<file path="config.mk">
export PLATFORM = sky130hd
export DESIGN_NAME = b_router
export DESIGN_NICKNAME = d
export VERILOG_FILES = /design/src/rtl/axi_pkg.sv /design/src/rtl/b_router.sv
export VERILOG_INCLUDE_DIRS = /design/src /design/src/include
export SDC_FILE = /design/constraint.sdc
export NUM_CORES = 1
export LEC_CHECK = 0
export BUFFER_PORTS_ARGS = -buffer_cell sky130_fd_sc_hd__buf_2
export CORE_AREA = 2 2 39 41
export CTS_CLUSTER_SIZE = 12
export DETAILED_ROUTE_END_ITERATION = 12
export DIE_AREA = 0 0 41 43
export SLEW_MARGIN = 20
export SYNTH_ARGS = -nofsm -noshare
export SYNTH_HDL_FRONTEND = slang
export SYNTH_SLANG_ARGS = --single-unit
</file>
<file path="constraint.sdc">
create_clock -name clk -period 2.4 [get_ports clk]
set_clock_uncertainty 0.05 [all_clocks]
set_input_delay 0.48 -clock clk [delete_from_list [all_inputs] [get_ports clk]]
set_output_delay 0.48 -clock clk [all_outputs]
set_load 0.01 [all_outputs]
</file>
<file path="src/include/axi_params.svh">
`ifndef AXI_PARAMS_SVH
`define AXI_PARAMS_SVH

// AXI bus widths
`define AXI_DATA_BITS 32
`define AXI_STRB_BITS 4
`define AXI_ADDR_BITS 32
`define AXI_ID_BITS 4
`define AXI_LEN_BITS 4

// Address bits that pick the slave region
`define REGION_MSB 17
`define REGION_LSB 16

`define MEM_WORDS_LOG2 8

`endif

</file>
<file path="src/rtl/axi_pkg.sv">
`include "axi_params.svh"

package axi_pkg;

  typedef logic [`AXI_DATA_BITS-1:0] axi_data_t;
  typedef logic [`AXI_STRB_BITS-1:0] axi_strb_t;
  typedef logic [`AXI_ADDR_BITS-1:0] axi_addr_t;
  typedef logic [`AXI_ID_BITS-1:0] axi_id_t;
  typedef logic [`AXI_LEN_BITS-1:0] axi_len_t;
  // Only OKAY (2'b00) is ever returned
  typedef logic [1:0] axi_resp_t;
  typedef logic [`MEM_WORDS_LOG2-1:0] mem_index_t;

  // W arbiter state
  typedef enum logic {
    LOCK_M1,
    LOCK_FREE
  } addr_arb_lock_t;

  typedef enum logic [1:0] {
    LOCK_S0,
    LOCK_S1,
    LOCK_S2,
    LOCK_NO
  } data_arb_lock_t;

  typedef enum logic [1:0] {
    S_IDLE,
    S_DATA,
    S_RESP
  } slave_state_t;

endpackage

</file>
<file path="src/rtl/b_router.sv">
`timescale 1ns/1ps

module b_router
  import axi_pkg::*;
(
  input  logic      clk,
  input  logic      rstn,
  input  logic      awvalid_s0,
  input  logic      awvalid_s1,
  input  logic      awvalid_s2,
  input  logic      awready_s0,
  input  logic      awready_s1,
  input  logic      awready_s2,
  output axi_id_t   bid_m1,
  output axi_resp_t bresp_m1,
  output logic      bvalid_m1,
  input  logic      bready_m1,
  input  axi_id_t   bid_s0,
  input  axi_resp_t bresp_s0,
  input  logic      bvalid_s0,
  output logic      bready_s0,
  input  axi_id_t   bid_s1,
  input  axi_resp_t bresp_s1,
  input  logic      bvalid_s1,
  output logic      bready_s1,
  input  axi_id_t   bid_s2,
  input  axi_resp_t bresp_s2,
  input  logic      bvalid_s2,
  output logic      bready_s2
);

  data_arb_lock_t b_sel;

  // Owner of the outstanding write
  always_ff @(posedge clk, negedge rstn) begin
    if (!rstn) begin
      b_sel <= LOCK_NO;
    end else if (awvalid_s0 && awready_s0) begin
      b_sel <= LOCK_S0;
    end else if (awvalid_s1 && awready_s1) begin
      b_sel <= LOCK_S1;
    end else if (awvalid_s2 && awready_s2) begin
      b_sel <= LOCK_S2;
    end else if (bvalid_m1 && bready_m1) begin
      b_sel <= LOCK_NO;
    end
  end

  always_comb begin
    bid_m1    = '0;
    bresp_m1  = '0;
    bvalid_m1 = 1'b0;
    bready_s0 = 1'b0;
    bready_s1 = 1'b0;
    bready_s2 = 1'b0;
    case (b_sel)
      LOCK_S0: begin
        bid_m1    = bid_s0;
        bresp_m1  = bresp_s0;
        bvalid_m1 = bvalid_s0;
        bready_s0 = bready_m1;
      end
      LOCK_S1: begin
        bid_m1    = bid_s1;
        bresp_m1  = bresp_s1;
        bvalid_m1 = bvalid_s1;
        bready_s1 = bready_m1;
      end
      LOCK_S2: begin
        bid_m1    = bid_s2;
        bresp_m1  = bresp_s2;
        bvalid_m1 = bvalid_s2;
        bready_s2 = bready_m1;
      end
      default: ;
    endcase
  end

  // A response from any other slave would be lost
  a_b_owner: assert property (@(posedge clk) disable iff (!rstn)
    (bvalid_s0 |-> b_sel == LOCK_S0) and
    (bvalid_s1 |-> b_sel == LOCK_S1) and
    (bvalid_s2 |-> b_sel == LOCK_S2))
    else $error("b_router: bvalid from a slave that holds no write");

endmodule

</file>
======== After elaboration in Yosys (flattened, before gate mapping) ========
Index checks and enable logic that the tools add are counted.
word-level totals
  bits in registers ....................... 2
  input bits .............................. 30
  output and inout bits ................... 10
cells by class
  eq/ne operators ......................... 2
  muxes and demuxes ....................... 10
  reduce and logical (&&, ||, !) cells .... 6
operators with widths
  cell                  count
  $pmux W4 S3           1
  $mux W2               4
  $pmux W2 S3           1
  $logic_and A1 B1 Y1   4
  $reduce_bool A4 Y1    1
  $mux W1               3
  $pmux W1 S3           1
  $eq A2 B1 Y1 const B  1
  $eq A2 B2 Y1 const B  1
  $logic_not A2 Y1      1

======== Depth between registers and ports, before layout ========
  word-level depth ........................ 7
  gate-level depth with buffers ........... 4

======== Worst setup path after synthesis ========
OpenSTA, ideal clock, no wires.
  path type ............................... register to output
  start point ............................. register b_sel[1]
  end point ............................... output port bvalid_m1
  arrival ................................. 1.085 ns
  required time ........................... 1.870 ns
  setup slack ............................. 0.785 ns
  stages on the path, launching flop included .. 3
  buffers on the path ..................... 0
  cells stage by stage .................... dfstp_2 mux2_2 a22o_1
on the way
  cells in the longest elaborated chain, start to end .. 2
RTL lines
  item                                        RTL line        source
  from (decl)                                 b_router.sv:32  data_arb_lock_t b_sel;
  from (signal assigned)                      b_router.sv:37  b_sel <= LOCK_NO;
  from (signal assigned)                      b_router.sv:39  b_sel <= LOCK_S0;
  from (signal assigned)                      b_router.sv:41  b_sel <= LOCK_S1;
  $eq A2 B2 Y1, or another cell as far along  b_router.sv:56  case (b_sel)
  $pmux W1 S3 (*)                             b_router.sv:56
  to (decl)                                   b_router.sv:16  output logic bvalid_m1,
Mark *: on every way between the ends. The rest lies on a longest branch, timed or not.

======== Final worst setup path ========
  start point ............................. register b_sel[0]
  end point ............................... output port bvalid_m1
The elaborated chain is that of the path after synthesis.

==> summary.md <==
| Metric | Value |
|---|---|
| Core box area | approximately 1400 um^2 |
| Pre-antenna DRT Iters | 4 |
| Pwr Density | 501 nW/um^2 |
| Worst slew margin | 68.8% |
| Async set or reset register ratio after synthesis | 100% |
| Drt wl/cell | 10.5 um |
| RSZ-0062 raised after global routing | no |
| Routability cong. | 0.789 |
| CP Cell Sequence | nor2b_1 -> a22o_1 -> buf_2 |
| Clk_lat worst skew | 230 ps |
| GR Util All Layers | 13.4% |
| Req. time, crit path | 1870 ps |
| Final hold viol count | 0 |
| Effective utilization at floorplan | 20.8% |
| Clock slew seen by the registers of the worst setup and hold paths | 30 ps |
| Most used DFF post-synth | dfstp_2 |
| Post-synth EDFFs | 0 |
| Post-CTS repair timing setup buffer count | 0 |
| Initial antenna violation count | 0 |
| Crit-path slowest cell | dfstp_2 |
| Fillers | 164 |
| Die Area | around 1800 um^2 |
| Reg area | 52.6 um^2 |
| Die Wd | 41 um |
| Max FO, Critical Path | 12 |
| Fin Hold WS | between 100 and 150 ps |
| Placed insts | between 90 and 100 |
| HP Class | input pin to async pin |
| Max cap viols | 0 |
| Fin util | 37.2% |
| Largest net degree at the start of global routing | 13 |
| DR iter-0 viols | 11 |
| Root Buffer Master | clkbuf_4 |
| Post-Syn Nets | 69 |
| Post-layout min period | 2150 ps |
| Static Leak | 0.291 nW |
| Antenna Nets Post-Route | 0 |
| Fmax achieved | 0.466 GHz |
| Drc violations | 0 |
| Most common cell in the netlist | nand2_1 |
| Setup TNS | 0 ps |
| Grt total ovfl | 0 |
| Tcrit/Tclk final | approximately nine tenths |
| Biggest register | b_sel |
| Total design power | 0.000258 W |
| Synth warn | 0 |
| Final setup viols | 0 |
| Critical Path Start Type | flip-flop |
| Vias in the first global route | 442 |
| Layout cells sized above 1 | 58.2% |
| Yosys top cell area share | 20.9% |
| Synth area leaders | mux2i_1 (21%), dfstp_2 (18%), o21ai_0 (10%) |
| Critical path buffers and inverters | 1 |
| Final #Nets | 111 |
| I/O Pins | 40 |
| Outcome | finished, final reports clean |
| Synthesis-stage register bit count | 2 |
| DR vias/cell | 4.73 |
| Final-report max-slew violation count | 0 |
| FP Rows | 14 |
| Register area share after synthesis | 18.3% |
| Fin cells | 95 |
| Netlist cell types | 17 |
| Die H | between 40 and 50 um |
| Crit path DAT | 1620 ps |
| Stages on the worst setup path | 3 |
| Synthesized area | roughly 290 um^2 |
| CP Class | flip-flop to output pin |
| Cts repair resizes | 0 |
| Synthesis-to-layout area growth | 78.7% |
| Clk sink count | 2 |
| Synth area leader | mux2i_1 |
| CP peak stage delay | 610 ps |
| Top cells by count, synth | nand2_1 (8), mux2i_1 (6), o21ai_0 (6), nand3_1 (3) |
| Delay-heaviest family, CP | flip-flops |
| Largest register FFs | 2 |
| Max VDD drop | roughly 0.00021 V |
| Multi-input gate area | 213 um^2 |
| DR vias | around 450 |
| Longest Clk Path Bufs | 2 |
| Worst Reg-to-Reg Cells | 3 |
| Post-Syn Instances | 39 |
| Top flop regs | b_sel x2 |
| Final WL | approximately 1000 um |
| H-tree depth | 1 |
| Slew of the pin with the lowest slew margin | 467 ps |
| First-pass GRT wire length | 1520 um |
| CTS tree | yes |
| Total CTS buffers | 3 |
| Worst Setup End Kind | output pin |
| N_diodes | 0 |
| Hold Buf Count CTS | 0 |
| IO Port Bufs | 39 |
| Avg Cell Area, Syn | 7.38 um^2 |
[path summary, 6_finish.rpt]
kind | startpoint | end | slack, ps
min in group clk | awready_s0 | b_sel[0] | 380
max in group asynchronous | rstn | b_sel[1] | 2140
min reg2reg | b_sel[0] | b_sel[0] | 630
max reg2reg | b_sel[1] | b_sel[1] | 990
max | b_sel[0] | bvalid_m1 | 250
min | rstn | b_sel[0] | 140
[metrics by stage]
stage                     setup slack, ps  cell area [um^2]
after floorplan                       785               288
after global placement                522               492
after CTS                             250               514
after detailed placement              506               492
after global routing                  137               514
final                                 254               514
[logic make-up after synthesis]
logic type,synth area share [%]
and+or+nand+nor,27.0
muxes,24.8
buffers and inverters,7.83
DFF,18.3
AOI/OAI and AO/OA,22.2
[cell usage in the layout (no fill, tap or decap), types with 2 or more instances in the layout]
cell type / count
dfstp_2: 2
o21ai_0: 6
mux2i_1: 6
nand2_1: 8
a22oi_1: 2
buf_2: 39
clkbuf_4: 3
nand3_1: 3
[power by group]
part,switching (W),internal [W]
clock,0.0000238,0.0000556
combinational,0.0000587,0.0000652
sequential,0.0000118,0.0000426
total,0.0000943,0.000163
[metal layers]
layer / global-route usage, % / up-vias / wire length (um)
li1: - / 223 / -
met1: 11.2 / 196 / 370
met2: 23.4 / 27 / 519
met3: 3.14 / 3 / 87
met4: 12.0 / 0 / 24
met5: 0 / - / 0
[worst register-to-register path, stage by stage, from the launching register on]
cell and delay [ps]:
dfstp_2 600, buf_4 180, and3b_1 180, a222oi_1 280
[final cells by class]
cell class,instances,share of cell area (%)
multi-input combinational,33,41.4
timing repair buffer,40,39.4
sequential,2,10.2
tap,16,3.89
clock buffer,3,4.38
inverter,1,0.730
No activity file was read; power rests on OpenSTA's default activity.
