**src/include/axi_params.svh**
```systemverilog
`ifndef AXI_PARAMS_SVH
`define AXI_PARAMS_SVH

// AXI bus widths
`define AXI_DATA_BITS 32
`define AXI_STRB_BITS 4
`define AXI_ADDR_BITS 32
`define AXI_ID_BITS 4
`define AXI_LEN_BITS 4

// Address bits that pick the slave region
`define REGION_MSB 17
`define REGION_LSB 16

`define MEM_WORDS_LOG2 8

`endif

```
**src/rtl/axi_pkg.sv**
```systemverilog
`include "axi_params.svh"

package axi_pkg;

  typedef logic [`AXI_DATA_BITS-1:0] axi_data_t;
  typedef logic [`AXI_STRB_BITS-1:0] axi_strb_t;
  typedef logic [`AXI_ADDR_BITS-1:0] axi_addr_t;
  typedef logic [`AXI_ID_BITS-1:0] axi_id_t;
  typedef logic [`AXI_LEN_BITS-1:0] axi_len_t;
  // Only OKAY (2'b00) is ever returned
  typedef logic [1:0] axi_resp_t;
  typedef logic [`MEM_WORDS_LOG2-1:0] mem_index_t;

  // W arbiter state
  typedef enum logic {
    LOCK_M1,
    LOCK_FREE
  } addr_arb_lock_t;

  typedef enum logic [1:0] {
    LOCK_S0,
    LOCK_S1,
    LOCK_S2,
    LOCK_NO
  } data_arb_lock_t;

  typedef enum logic [1:0] {
    S_IDLE,
    S_DATA,
    S_RESP
  } slave_state_t;

endpackage

```
**src/rtl/w_router.sv**
```systemverilog
`timescale 1ns/1ps

module w_router
  import axi_pkg::*;
(
  input  logic      clk,
  input  logic      rstn,
  input  axi_data_t wdata_m1,
  input  axi_strb_t wstrb_m1,
  input  logic      wlast_m1,
  input  logic      wvalid_m1,
  output logic      wready_m1,
  input  logic      awvalid_m1,
  output axi_data_t wdata_s0,
  output axi_strb_t wstrb_s0,
  output logic      wlast_s0,
  output logic      wvalid_s0,
  input  logic      wready_s0,
  input  logic      awvalid_s0,
  input  logic      awready_s0,
  output axi_data_t wdata_s1,
  output axi_strb_t wstrb_s1,
  output logic      wlast_s1,
  output logic      wvalid_s1,
  input  logic      wready_s1,
  input  logic      awvalid_s1,
  input  logic      awready_s1,
  output axi_data_t wdata_s2,
  output axi_strb_t wstrb_s2,
  output logic      wlast_s2,
  output logic      wvalid_s2,
  input  logic      wready_s2,
  input  logic      awvalid_s2,
  input  logic      awready_s2
);

  addr_arb_lock_t addr_arb_lock;
  addr_arb_lock_t addr_arb_lock_next;
  data_arb_lock_t aw_hs_lock_r;
  data_arb_lock_t aw_slave_lock;
  data_arb_lock_t aw_slave_lock_r;
  data_arb_lock_t w_slave_lock;
  logic           wready_sel;
  logic           fast_transaction;
  logic           slow_transaction;

  // Slave that took the last address; needed when W trails the AW handshake
  always_ff @(posedge clk, negedge rstn) begin
    if (!rstn) begin
      aw_hs_lock_r <= LOCK_NO;
    end else if (awvalid_s0 && awready_s0) begin
      aw_hs_lock_r <= LOCK_S0;
    end else if (awvalid_s1 && awready_s1) begin
      aw_hs_lock_r <= LOCK_S1;
    end else if (awvalid_s2 && awready_s2) begin
      aw_hs_lock_r <= LOCK_S2;
    end
  end

  always_comb begin
    case ({awvalid_s0, awvalid_s1, awvalid_s2})
      3'b100:  aw_slave_lock = LOCK_S0;
      3'b010:  aw_slave_lock = LOCK_S1;
      3'b001:  aw_slave_lock = LOCK_S2;
      default: aw_slave_lock = aw_hs_lock_r;
    endcase
  end

  always_ff @(posedge clk, negedge rstn) begin
    if (!rstn) begin
      addr_arb_lock <= LOCK_FREE;
    end else begin
      addr_arb_lock <= addr_arb_lock_next;
    end
  end

  always_comb begin
    addr_arb_lock_next = LOCK_FREE;
    case (addr_arb_lock)
      LOCK_M1: begin
        addr_arb_lock_next = (wready_sel && wlast_m1) ? LOCK_FREE : LOCK_M1;
      end
      LOCK_FREE: begin
        if (wvalid_m1 && !(wready_sel && wlast_m1)) begin
          addr_arb_lock_next = LOCK_M1;
        end
      end
      default: addr_arb_lock_next = LOCK_FREE;
    endcase
  end

  // Selection is frozen for the rest of the burst
  always_ff @(posedge clk, negedge rstn) begin
    if (!rstn) begin
      aw_slave_lock_r <= LOCK_NO;
    end else if (addr_arb_lock != LOCK_M1 && addr_arb_lock_next == LOCK_M1) begin
      aw_slave_lock_r <= aw_slave_lock;
    end
  end

  assign fast_transaction = wvalid_m1 && awvalid_m1;
  assign slow_transaction = (addr_arb_lock == LOCK_M1);
  assign w_slave_lock = fast_transaction ? aw_slave_lock :
                        slow_transaction ? aw_slave_lock_r : LOCK_NO;
  assign wready_m1 = wready_sel;

  always_comb begin
    wdata_s0   = '0;
    wstrb_s0   = '0;
    wlast_s0   = 1'b0;
    wvalid_s0  = 1'b0;
    wdata_s1   = '0;
    wstrb_s1   = '0;
    wlast_s1   = 1'b0;
    wvalid_s1  = 1'b0;
    wdata_s2   = '0;
    wstrb_s2   = '0;
    wlast_s2   = 1'b0;
    wvalid_s2  = 1'b0;
    wready_sel = 1'b0;
    case (w_slave_lock)
      LOCK_S0: begin
        wdata_s0   = wdata_m1;
        wstrb_s0   = wstrb_m1;
        wlast_s0   = wlast_m1;
        wvalid_s0  = wvalid_m1;
        wready_sel = wready_s0;
      end
      LOCK_S1: begin
        wdata_s1   = wdata_m1;
        wstrb_s1   = wstrb_m1;
        wlast_s1   = wlast_m1;
        wvalid_s1  = wvalid_m1;
        wready_sel = wready_s1;
      end
      LOCK_S2: begin
        wdata_s2   = wdata_m1;
        wstrb_s2   = wstrb_m1;
        wlast_s2   = wlast_m1;
        wvalid_s2  = wvalid_m1;
        wready_sel = wready_s2;
      end
      default: ;
    endcase
  end

  // A beat of a locked burst reaches exactly one slave
  a_w_onehot: assert property (@(posedge clk) disable iff (!rstn)
    (wvalid_m1 && slow_transaction) |-> $onehot({wvalid_s0, wvalid_s1, wvalid_s2}))
    else $error("w_router: W beat of a locked burst has no single target slave");

endmodule

```
**config.mk**
```make
export PLATFORM = sky130hd
export DESIGN_NAME = w_router
export DESIGN_NICKNAME = d
export VERILOG_FILES = /design/src/rtl/axi_pkg.sv /design/src/rtl/w_router.sv
export VERILOG_INCLUDE_DIRS = /design/src /design/src/include
export SDC_FILE = /design/constraint.sdc
export NUM_CORES = 1
export LEC_CHECK = 0
export BUFFER_PORTS_ARGS = -buffer_cell sky130_fd_sc_hd__buf_2
export CORE_MARGIN = 2
export CORE_UTILIZATION = 32
export DETAILED_ROUTE_END_ITERATION = 8
export HOLD_SLACK_MARGIN = 0.06
export PLACE_DENSITY = 0.83
export REMOVE_ABC_BUFFERS = 1
export SYNTH_ARGS = -nofsm -noshare
export SYNTH_HDL_FRONTEND = slang
export SYNTH_SLANG_ARGS = --single-unit
```
**constraint.sdc**
```tcl
create_clock -name clk -period 2.45 [get_ports clk]
set_input_delay 0.1225 -clock clk [delete_from_list [all_inputs] [get_ports clk]]
set_output_delay 0.1225 -clock clk [all_outputs]
set_load 0.05 [all_outputs]
```
-- Word-level counts from Yosys, hierarchy flattened
Cells that the tools add are included.
- register bits after elaboration: 5
- latch bits: 0
- bits in writable memories: 0
- ROM bits: 0
- input port bits: 50
- output and inout port bits: 115
- logic and storage cells: 42
- memories: 0
- $add $sub $neg: 0
- multiply operators: 0
- divide/modulo/power cells: 0
- order comparisons: 0
- equal/unequal tests: 5
- shifts and indexed selects: 0
- muxes and demuxes: 22
- bitwise operators: 2
- reduce and logical (&&, ||, !) cells: 10
- operators with widths (operator ; count):
    2-to-1 mux 32 bit ; 3
    2-to-1 mux 4 bit ; 3
    2-to-1 mux 2 bit ; 5
    2-to-1 mux 1 bit ; 8
    logical AND 1 bit ; 7
    one-hot mux 2 bit (3 select lines) ; 1
    equality test 3 x 1 -> 1 bit (second input constant) ; 1
    equality test 3 x 2 -> 1 bit (second input constant) ; 1
    equality test 3 bit (second input constant) ; 1
    one-hot mux 1 bit (3 select lines) ; 1
    nonzero test 3 bit ; 1
    equality test 2 x 1 -> 1 bit (second input constant) ; 1
    equality test 2 bit (second input constant) ; 1
    logical NOT 2 bit ; 1
    inverter 1 bit ; 2
    one-hot mux 1 bit (2 select lines) ; 1
    logical NOT 1 bit ; 1

-- Depth between registers and ports, before layout
Gate-level depths: netlist of the first run.
- depth in word-level cells: 12
- depth in mapped cells: 6

-- Worst setup path before layout of the first run
OpenSTA, ideal clock, no wires.
- path kind: register to output
- start point: register aw_hs_lock_r[1]
- end point: output wdata_s0[10]
- arrival: 2108 ps
- data required time: 2328 ps
- setup slack: 219 ps
- stages on the path, launching flop included: 7
- path through: dfstp_2 or2_1 a221oi_2 a21oi_1 clkbuf_1 buf_2 nor2b_1
- longest elaborated chain between the ends: 4
- ends and longest elaborated chain (item ; RTL line ; text):
    start, declared ; w_router.sv:39 ; data_arb_lock_t aw_hs_lock_r;
    start signal, assigned ; w_router.sv:50 ; aw_hs_lock_r <= LOCK_NO;
    start signal, assigned ; w_router.sv:52 ; aw_hs_lock_r <= LOCK_S0;
    start signal, assigned ; w_router.sv:54 ; aw_hs_lock_r <= LOCK_S1;
    one-hot mux 2 bit (3 select lines) ; w_router.sv:61 ; case ({awvalid_s0, awvalid_s1, awvalid_s2})
    2-to-1 mux 2 bit ; w_router.sv:103 ; assign w_slave_lock = fast_transaction ? aw_slave_lock :
    logical NOT 2 bit ; w_router.sv:121 ; case (w_slave_lock)
    2-to-1 mux 32 bit ; w_router.sv:121 ;
    end, declared ; w_router.sv:14 ; output axi_data_t wdata_s0,
Every way passes these cells.

-- Worst setup path in the final report of the first run
- start point: register aw_hs_lock_r[1]
- end point: output wdata_s1[14]
- longest elaborated chain between the ends: 4
- ends and longest elaborated chain (item ; RTL line ; text):
    one-hot mux 2 bit (3 select lines) ; w_router.sv:61 ;
    2-to-1 mux 2 bit ; w_router.sv:103 ;
    equality test 2 x 1 -> 1 bit ; w_router.sv:121 ;
    2-to-1 mux 32 bit ; w_router.sv:121 ;
    end, declared ; w_router.sv:21 ; output axi_data_t wdata_s1,
Every way passes these cells.

==> results of run 1 <==
-- logic make-up (layout without fill, tap and decap cells) --
kind of cell / after synthesis / in the layout / synth area share
buffers and inverters: 16 / 180 / 0.0544
flip-flops: 5 / 5 / 0.108
AO/OA/AOI/OAI: 28 / 28 / 0.183
AND/OR/NAND/NOR: 131 / 131 / 0.655
-- power breakdown --
part,leakage (nW),internal (mW),switching (mW),total (mW)
logic,1.24,0.554,1.82,2.38
registers,0.0524,0.130,0.0402,0.170
clock network,0.0228,0.112,0.0479,0.160
total,1.32,0.796,1.91,2.71
-- how the worst max path moves through the flow --
stage               slack [ns]      endpoint       startpoint
global route              0.11  wdata_s1[14]  aw_hs_lock_r[1]
CTS                       0.24  wdata_s1[14]  aw_hs_lock_r[1]
detailed placement        0.49  wdata_s1[14]  aw_hs_lock_r[1]
finish                    0.24  wdata_s1[14]  aw_hs_lock_r[1]
global placement          0.54  wdata_s1[25]  aw_hs_lock_r[1]
floorplan                -0.47      wlast_s0  aw_hs_lock_r[1]
-- sequential cells by signal (all words and copies together) (netlist names) --
signal and flops:
aw_hs_lock_r 2, aw_slave_lock_r 2, addr_arb_lock 1
-- Yosys cell counts (2+ instances only) --
| cell | instances |
|---|---|
| and2_1 | 77 |
| nor2b_1 | 38 |
| clkbuf_1 | 7 |
| nor2_1 | 6 |
| a21oi_1 | 5 |
| buf_2 | 5 |
| dfstp_2 | 5 |
| inv_1 | 4 |
| nand2_1 | 4 |
| a22oi_1 | 3 |
| a21o_2 | 2 |
| a221oi_1 | 2 |
| a311oi_1 | 2 |
| a32o_1 | 2 |
| o21ai_0 | 2 |
| or2_1 | 2 |
-- worst max-delay path, cell delays in order, from the launching register on --
cell and delay [ns]:
dfstp_2 0.38, or2_1 0.24, a221oi_2 0.39, a32o_1 0.21
buf_4 0.22, and2_1 0.15, buf_2 0.26
-- repair_timing --
item                                   CTS  global route
endpoints found under the hold margin    7             0
setup buffers                            0             0
hold buffers                             2             0
-- cell type report --
class | instances | area [um2] | area share
multi-input cells | 159 | 1030 | 0.475
repair buffers | 172 | 886 | 0.409
flip-flops and latches | 5 | 131 | 0.0606
well taps | 48 | 60.1 | 0.0277
clock buffers | 4 | 45.0 | 0.0208
inverters | 4 | 15.0 | 0.00692
-- per-layer routing --
layer / vias up / GRT usage / wire, um
met2: 87 / 0.370 / 2490
met4: 0 / 0.0911 / 139
met1: 817 / 0.269 / 1970
met3: 13 / 0.0205 / 310
li1: 911 / - / -
met5: - / 0 / 0
==> key figures, run 1 <==
Worst setup path
  – CP startpoint kind: register
  – Worst r2r src: aw_hs_lock_r[0]
  – Req. time, crit path: between 2 and 2.5 ns
  – Worst reg2reg path endpoint: aw_slave_lock_r[0]
  – Crit end category: output port
  – Maximum fanout along the worst path: 23
  – Worst Path Class, Setup: register to output port
  – CP arrival: between 2 and 2.5 ns
  – Worst R2R Setup Slack: approximately 0.62 ns
  – Worst R2R Path Depth: 5

Finish
  – Final instance area: 2170 um2
  – Post-route insts no fill: 392
  – Final core utilization: 0.592
  – Net count, final: just under 400
  – Area Overhead vs Synth: 77.9%
  – Commonest cells after routing, fill and taps aside: buf_2, and2_1, nor2b_1
  – Commonest non-fill, non-tap cell in the layout: buf_2
  – Fill count: between 300 and 400
  – Ant. Diodes: 0
  – Layout cells sized above 1: 0.541

STA
  – Max Slew Vio Count: 0
  – Worst Max-Slew Pin Slew: about 0.40 ns
  – Fmax achieved: ~0.45 GHz
  – Final clock skew: ~0.0085 ns
  – Fin crit period: roughly 2.2 ns
  – Unrepaired setup endpoints after global routing: false
  – Fin worst setup slack: approximately 0.24 ns
  – Final cycle utilization of the critical path: 0.901
  – Rel. slew slack: 0.733
  – Final Hold Viols: 0
  – Setup TNS: 0 ns
  – Min Hold Slack: 0.0649 ns
  – Final Setup Violations: 0

Clocking
  – CTS tree: built
  – Total CTS buffers: 3
  – Clock transition at path regs: around 0.04 ns
  – Post_cts resized: 0
  – Root Driver: clkbuf_8
  – Clk_lat worst skew: between 0.2 and 0.25 ns
  – Clock sinks: 5
  – Clk buf depth: 2
  – H-tree Lvls: 1

Synth
  – Dominant register cell in the synthesized netlist: dfstp_2
  – Sequential area share after synthesis: 0.108
  – Synth Cell Area: 1220 um2
  – Share of the synthesized area in the top cell type: 0.395
  – Post-Syn Instances: between 150 and 200
  – Synth area leader: and2_1
  – Post-synth EDFFs: 0
  – Ys async rst share: 1.00
  – Avg Cell Area, Syn: around 6.8 um2
  – Yosys reg bits: 5
  – Total of warnings raised by yosys: 0
  – Synth top area cells: and2_1, nor2b_1, dfstp_2
  – Synth unique cells: 30

Global routing
  – Vias in the first global route: 1645
  – Grt ovf: 0
  – Largest net degree at the start of global routing: 27
  – Initial antenna violation count: 0
  – First-pass GRT wire length: ~7500 um
  – Total Routing Usage GR: 0.214

Die
  – Top-Level Pins: about 170
  – Die Y: around 66 um
  – Core Region: roughly 3700 um2
  – Row count: 22
  – Initial core utilization: 0.333
  – Die area: around 4300 um2
  – Die X: between 60 and 70 um

Min path
  – Worst Hold Path EP: aw_hs_lock_r[1]
  – Hold Crit Start: awready_s1
  – Hold Crit Class: primary input to register
  – Worst Hold Path Cells: 2

Placement
  – Worst Setup Slack post-DPL: 0.491 ns
  – Port bufs: 164
  – Cell count after placement: 386
  – Placed Area: ~2100 um2
  – Placer congestion estimate: 0.868
  – HPWL after DPL: ~4000 um

Route
  – DRC viols: 0
  – DR vias: approximately 1.8k
  – Routed vias/inst: approximately 4.7
  – Wire per inst: ~13 um
  – Final wirelength: 4910 um
  – First-pass DRT Iterations: 4
  – Iteration-0 DRC count of the detailed router: 61
  – Antenna viol nets, final: 0

Pwr
  – PD cells: roughly 1200 nW/um2
  – Design Power: approximately 2.7 mW
  – Static Leakage: roughly 1.3 nW
  – Maximum VDD drop: between 0.6 and 0.7 mV

Run
  – Number of max-cap violations: 0

Run status
  – Status: finished, final reports clean
(Power assumes the default switching activity.)
==> run 2: changes to the inputs <==
- CTS_BUF_LIST: not set -> sky130_fd_sc_hd__clkbuf_8
==> run 2 against run 1 <==
Against the previous run:
- count of clock-buffer cells in the layout fell by 1
- largest power group unchanged
- non-clock buffer count did not move
- sequential power barely moved
==> key figures, run 2 (synthesis results as in run 1) <==
Min path
  – Hold Crit Class: primary input to register

Die
  – Core Region: 3660 um2 (unchanged)
  – Initial core utilization: 0.333 (unchanged)
  – Die X: 65.7 um (unchanged)
  – Die Y: 65.7 um (unchanged)
  – Top-Level Pins: 165 (unchanged)
  – Die area: 4320 um2 (unchanged)
  – Row count: 22 (unchanged)

STA
  – Max Slew Vio Count: 0 (unchanged)
  – Final clock skew: 0.00894 ns (+0.000460 ns)
  – Final Hold Viols: 0 (unchanged)
  – Rel. slew slack: 0.733 (unchanged)
  – Final Setup Violations: 0 (unchanged)
  – Fmax achieved: 0.453 GHz (about the same)
  – Worst Max-Slew Pin Slew: 0.401 ns (unchanged)
  – Unrepaired setup endpoints after global routing: false
  – Fin crit period: 2.21 ns (+0.000627 ns)
  – Final cycle utilization of the critical path: 0.901 (about the same)
  – Fin worst setup slack: 0.243 ns (-0.000627 ns)

Clocking
  – H-tree Lvls: 1 (unchanged)
  – CTS tree: built
  – Clk buf depth: 2 (unchanged)
  – Total CTS buffers: 3 (unchanged)
  – Clock sinks: 5 (unchanged)
  – Root Driver: clkbuf_8
  – Clk_lat worst skew: 0.23 ns (about the same)
  – Clock transition at path regs: 0.04 ns (about the same)

Global routing
  – Total Routing Usage GR: 0.214 (unchanged)
  – Initial antenna violation count: 0 (unchanged)
  – Vias in the first global route: 1645 (unchanged)
  – Largest net degree at the start of global routing: 27 (unchanged)
  – Grt ovf: 0 (unchanged)
  – First-pass GRT wire length: 7470 um (unchanged)

Finish
  – Fill count: 342 (unchanged)
  – Commonest non-fill, non-tap cell in the layout: buf_2
  – Regs by FF count: aw_hs_lock_r x2, aw_slave_lock_r x2, addr_arb_lock x1
  – Net count, final: 395 (unchanged)
  – Post-route insts no fill: 392 (unchanged)
  – Commonest cells after routing, fill and taps aside: buf_2, and2_1, nor2b_1
  – Area Overhead vs Synth: 77.9% (unchanged)
  – Final core utilization: 0.592 (unchanged)
  – Ant. Diodes: 0 (unchanged)
  – Layout cells sized above 1: 0.541 (unchanged)

Worst setup path
  – Maximum fanout along the worst path: 23 (unchanged)
  – CP startpoint kind: register
  – CP arrival: 2.08 ns (about the same)
  – Worst Path Class, Setup: register to output port
  – Req. time, crit path: 2.33 ns (about the same)
  – Crit end category: output port

Placement
  – Placer congestion estimate: 0.868 (unchanged)
  – Port bufs: 164 (unchanged)
  – HPWL after DPL: 4000 um (unchanged)
  – Worst Setup Slack post-DPL: 0.491 ns (unchanged)
  – Cell count after placement: 386 (unchanged)

Pwr
  – Switching pwr: 1.91 mW (about the same)
  – Switching Fraction: 0.707 (+0.00115)
  – Gate power share: 0.879 (about the same)
  – Clock network fraction of design power: 0.058 (about the same)
  – PD cells: 1250 nW/um2 (-0.14%)
  – Maximum VDD drop: 0.657 mV (about the same)
  – Sequential cell fraction of total power: 0.063 (about the same)
  – Static Leakage: 1.32 nW (+0.31%)
  – Pint: 0.792 mW (-0.53%)
  – Design Power: 2.70 mW (-0.14%)

Run
  – Number of max-cap violations: 0 (unchanged)

Route
  – Iteration-0 DRC count of the detailed router: 61 (unchanged)
  – Wire per inst: 12.5 um (unchanged)
  – Antenna viol nets, final: 0 (unchanged)
  – DRC viols: 0 (unchanged)
  – DR vias: 1828 (unchanged)
  – Routed vias/inst: 4.66 (unchanged)
  – First-pass DRT Iterations: 4 (unchanged)
  – Final wirelength: 4910 um (unchanged)

Run status
  – Status: finished, final reports clean
run 2: worst paths after layout:
check | slack [ns] | endpoint | start | cells after the start
max in group asynchronous | 2.00 | aw_slave_lock_r[1] | rstn | 2
worst min register to register | 0.52 | aw_slave_lock_r[1] | aw_slave_lock_r[1] | 2
min in group asynchronous | 0.42 | aw_slave_lock_r[0] | rstn | 2
worst max register to register | 0.62 | aw_slave_lock_r[0] | aw_hs_lock_r[0] | 5
worst min-delay path | 0.06 | aw_hs_lock_r[1] | awready_s1 | 2
worst max-delay path | 0.24 | wdata_s1[14] | aw_hs_lock_r[1] | 6
run 2: metal layers:
metal | global-route usage | routed length, um | vias up
li1 | - | - | 911
met1 | 0.269 | 1970 | 817
met2 | 0.370 | 2490 | 87
met3 | 0.0205 | 310 | 13
met4 | 0.0911 | 139 | 0
met5 | 0 | 0 | -
run 2: power by group through the flow:
stage	Sequential [mW]	Clock (mW)	Combinational [mW]
after floorplan	0.156	0	1.81
after global placement	0.171	0	2.36
after detailed placement	0.168	0	2.38
after CTS	0.168	0.156	2.39
after global routing	0.176	0.158	2.50
final	0.170	0.156	2.38
run 2: timing repair:
item	4_1_cts	5_1_grt
endpoints found under the setup margin	0	0
hold buffers	2	0
hold endpoints to repair	7	0
resized for setup	0	0
setup buffers	0	0
run 2: worst max-delay path, stage by stage (launching register included):
cell      delay [ns]
dfstp_2         0.38
or2_1           0.24
a221oi_2        0.39
a32o_1          0.21
buf_4           0.22
and2_1          0.15
buf_2           0.26
run 2: layout make-up:
cell class	count	area, um2	share of cell area
inverter	4	15.0	0.00692
sequential	5	131	0.0606
clock buffer	3	41.3	0.0190
tap	48	60.1	0.0277
clock inverter	1	3.75	0.00173
multi-input combinational	159	1030	0.475
timing repair buffer	172	886	0.409
run 2: per-stage QoR:
stage | hold slack [ns] | TNS [ns] | area (um2)
floorplan | -0.0253 | -19.24 | 1170
global placement | 0.124 | 0 | 2100
detailed placement | 0.130 | 0 | 2100
CTS | 0.0696 | 0 | 2170
global route | 0.0919 | 0 | 2170
finish | 0.0643 | 0 | 2170
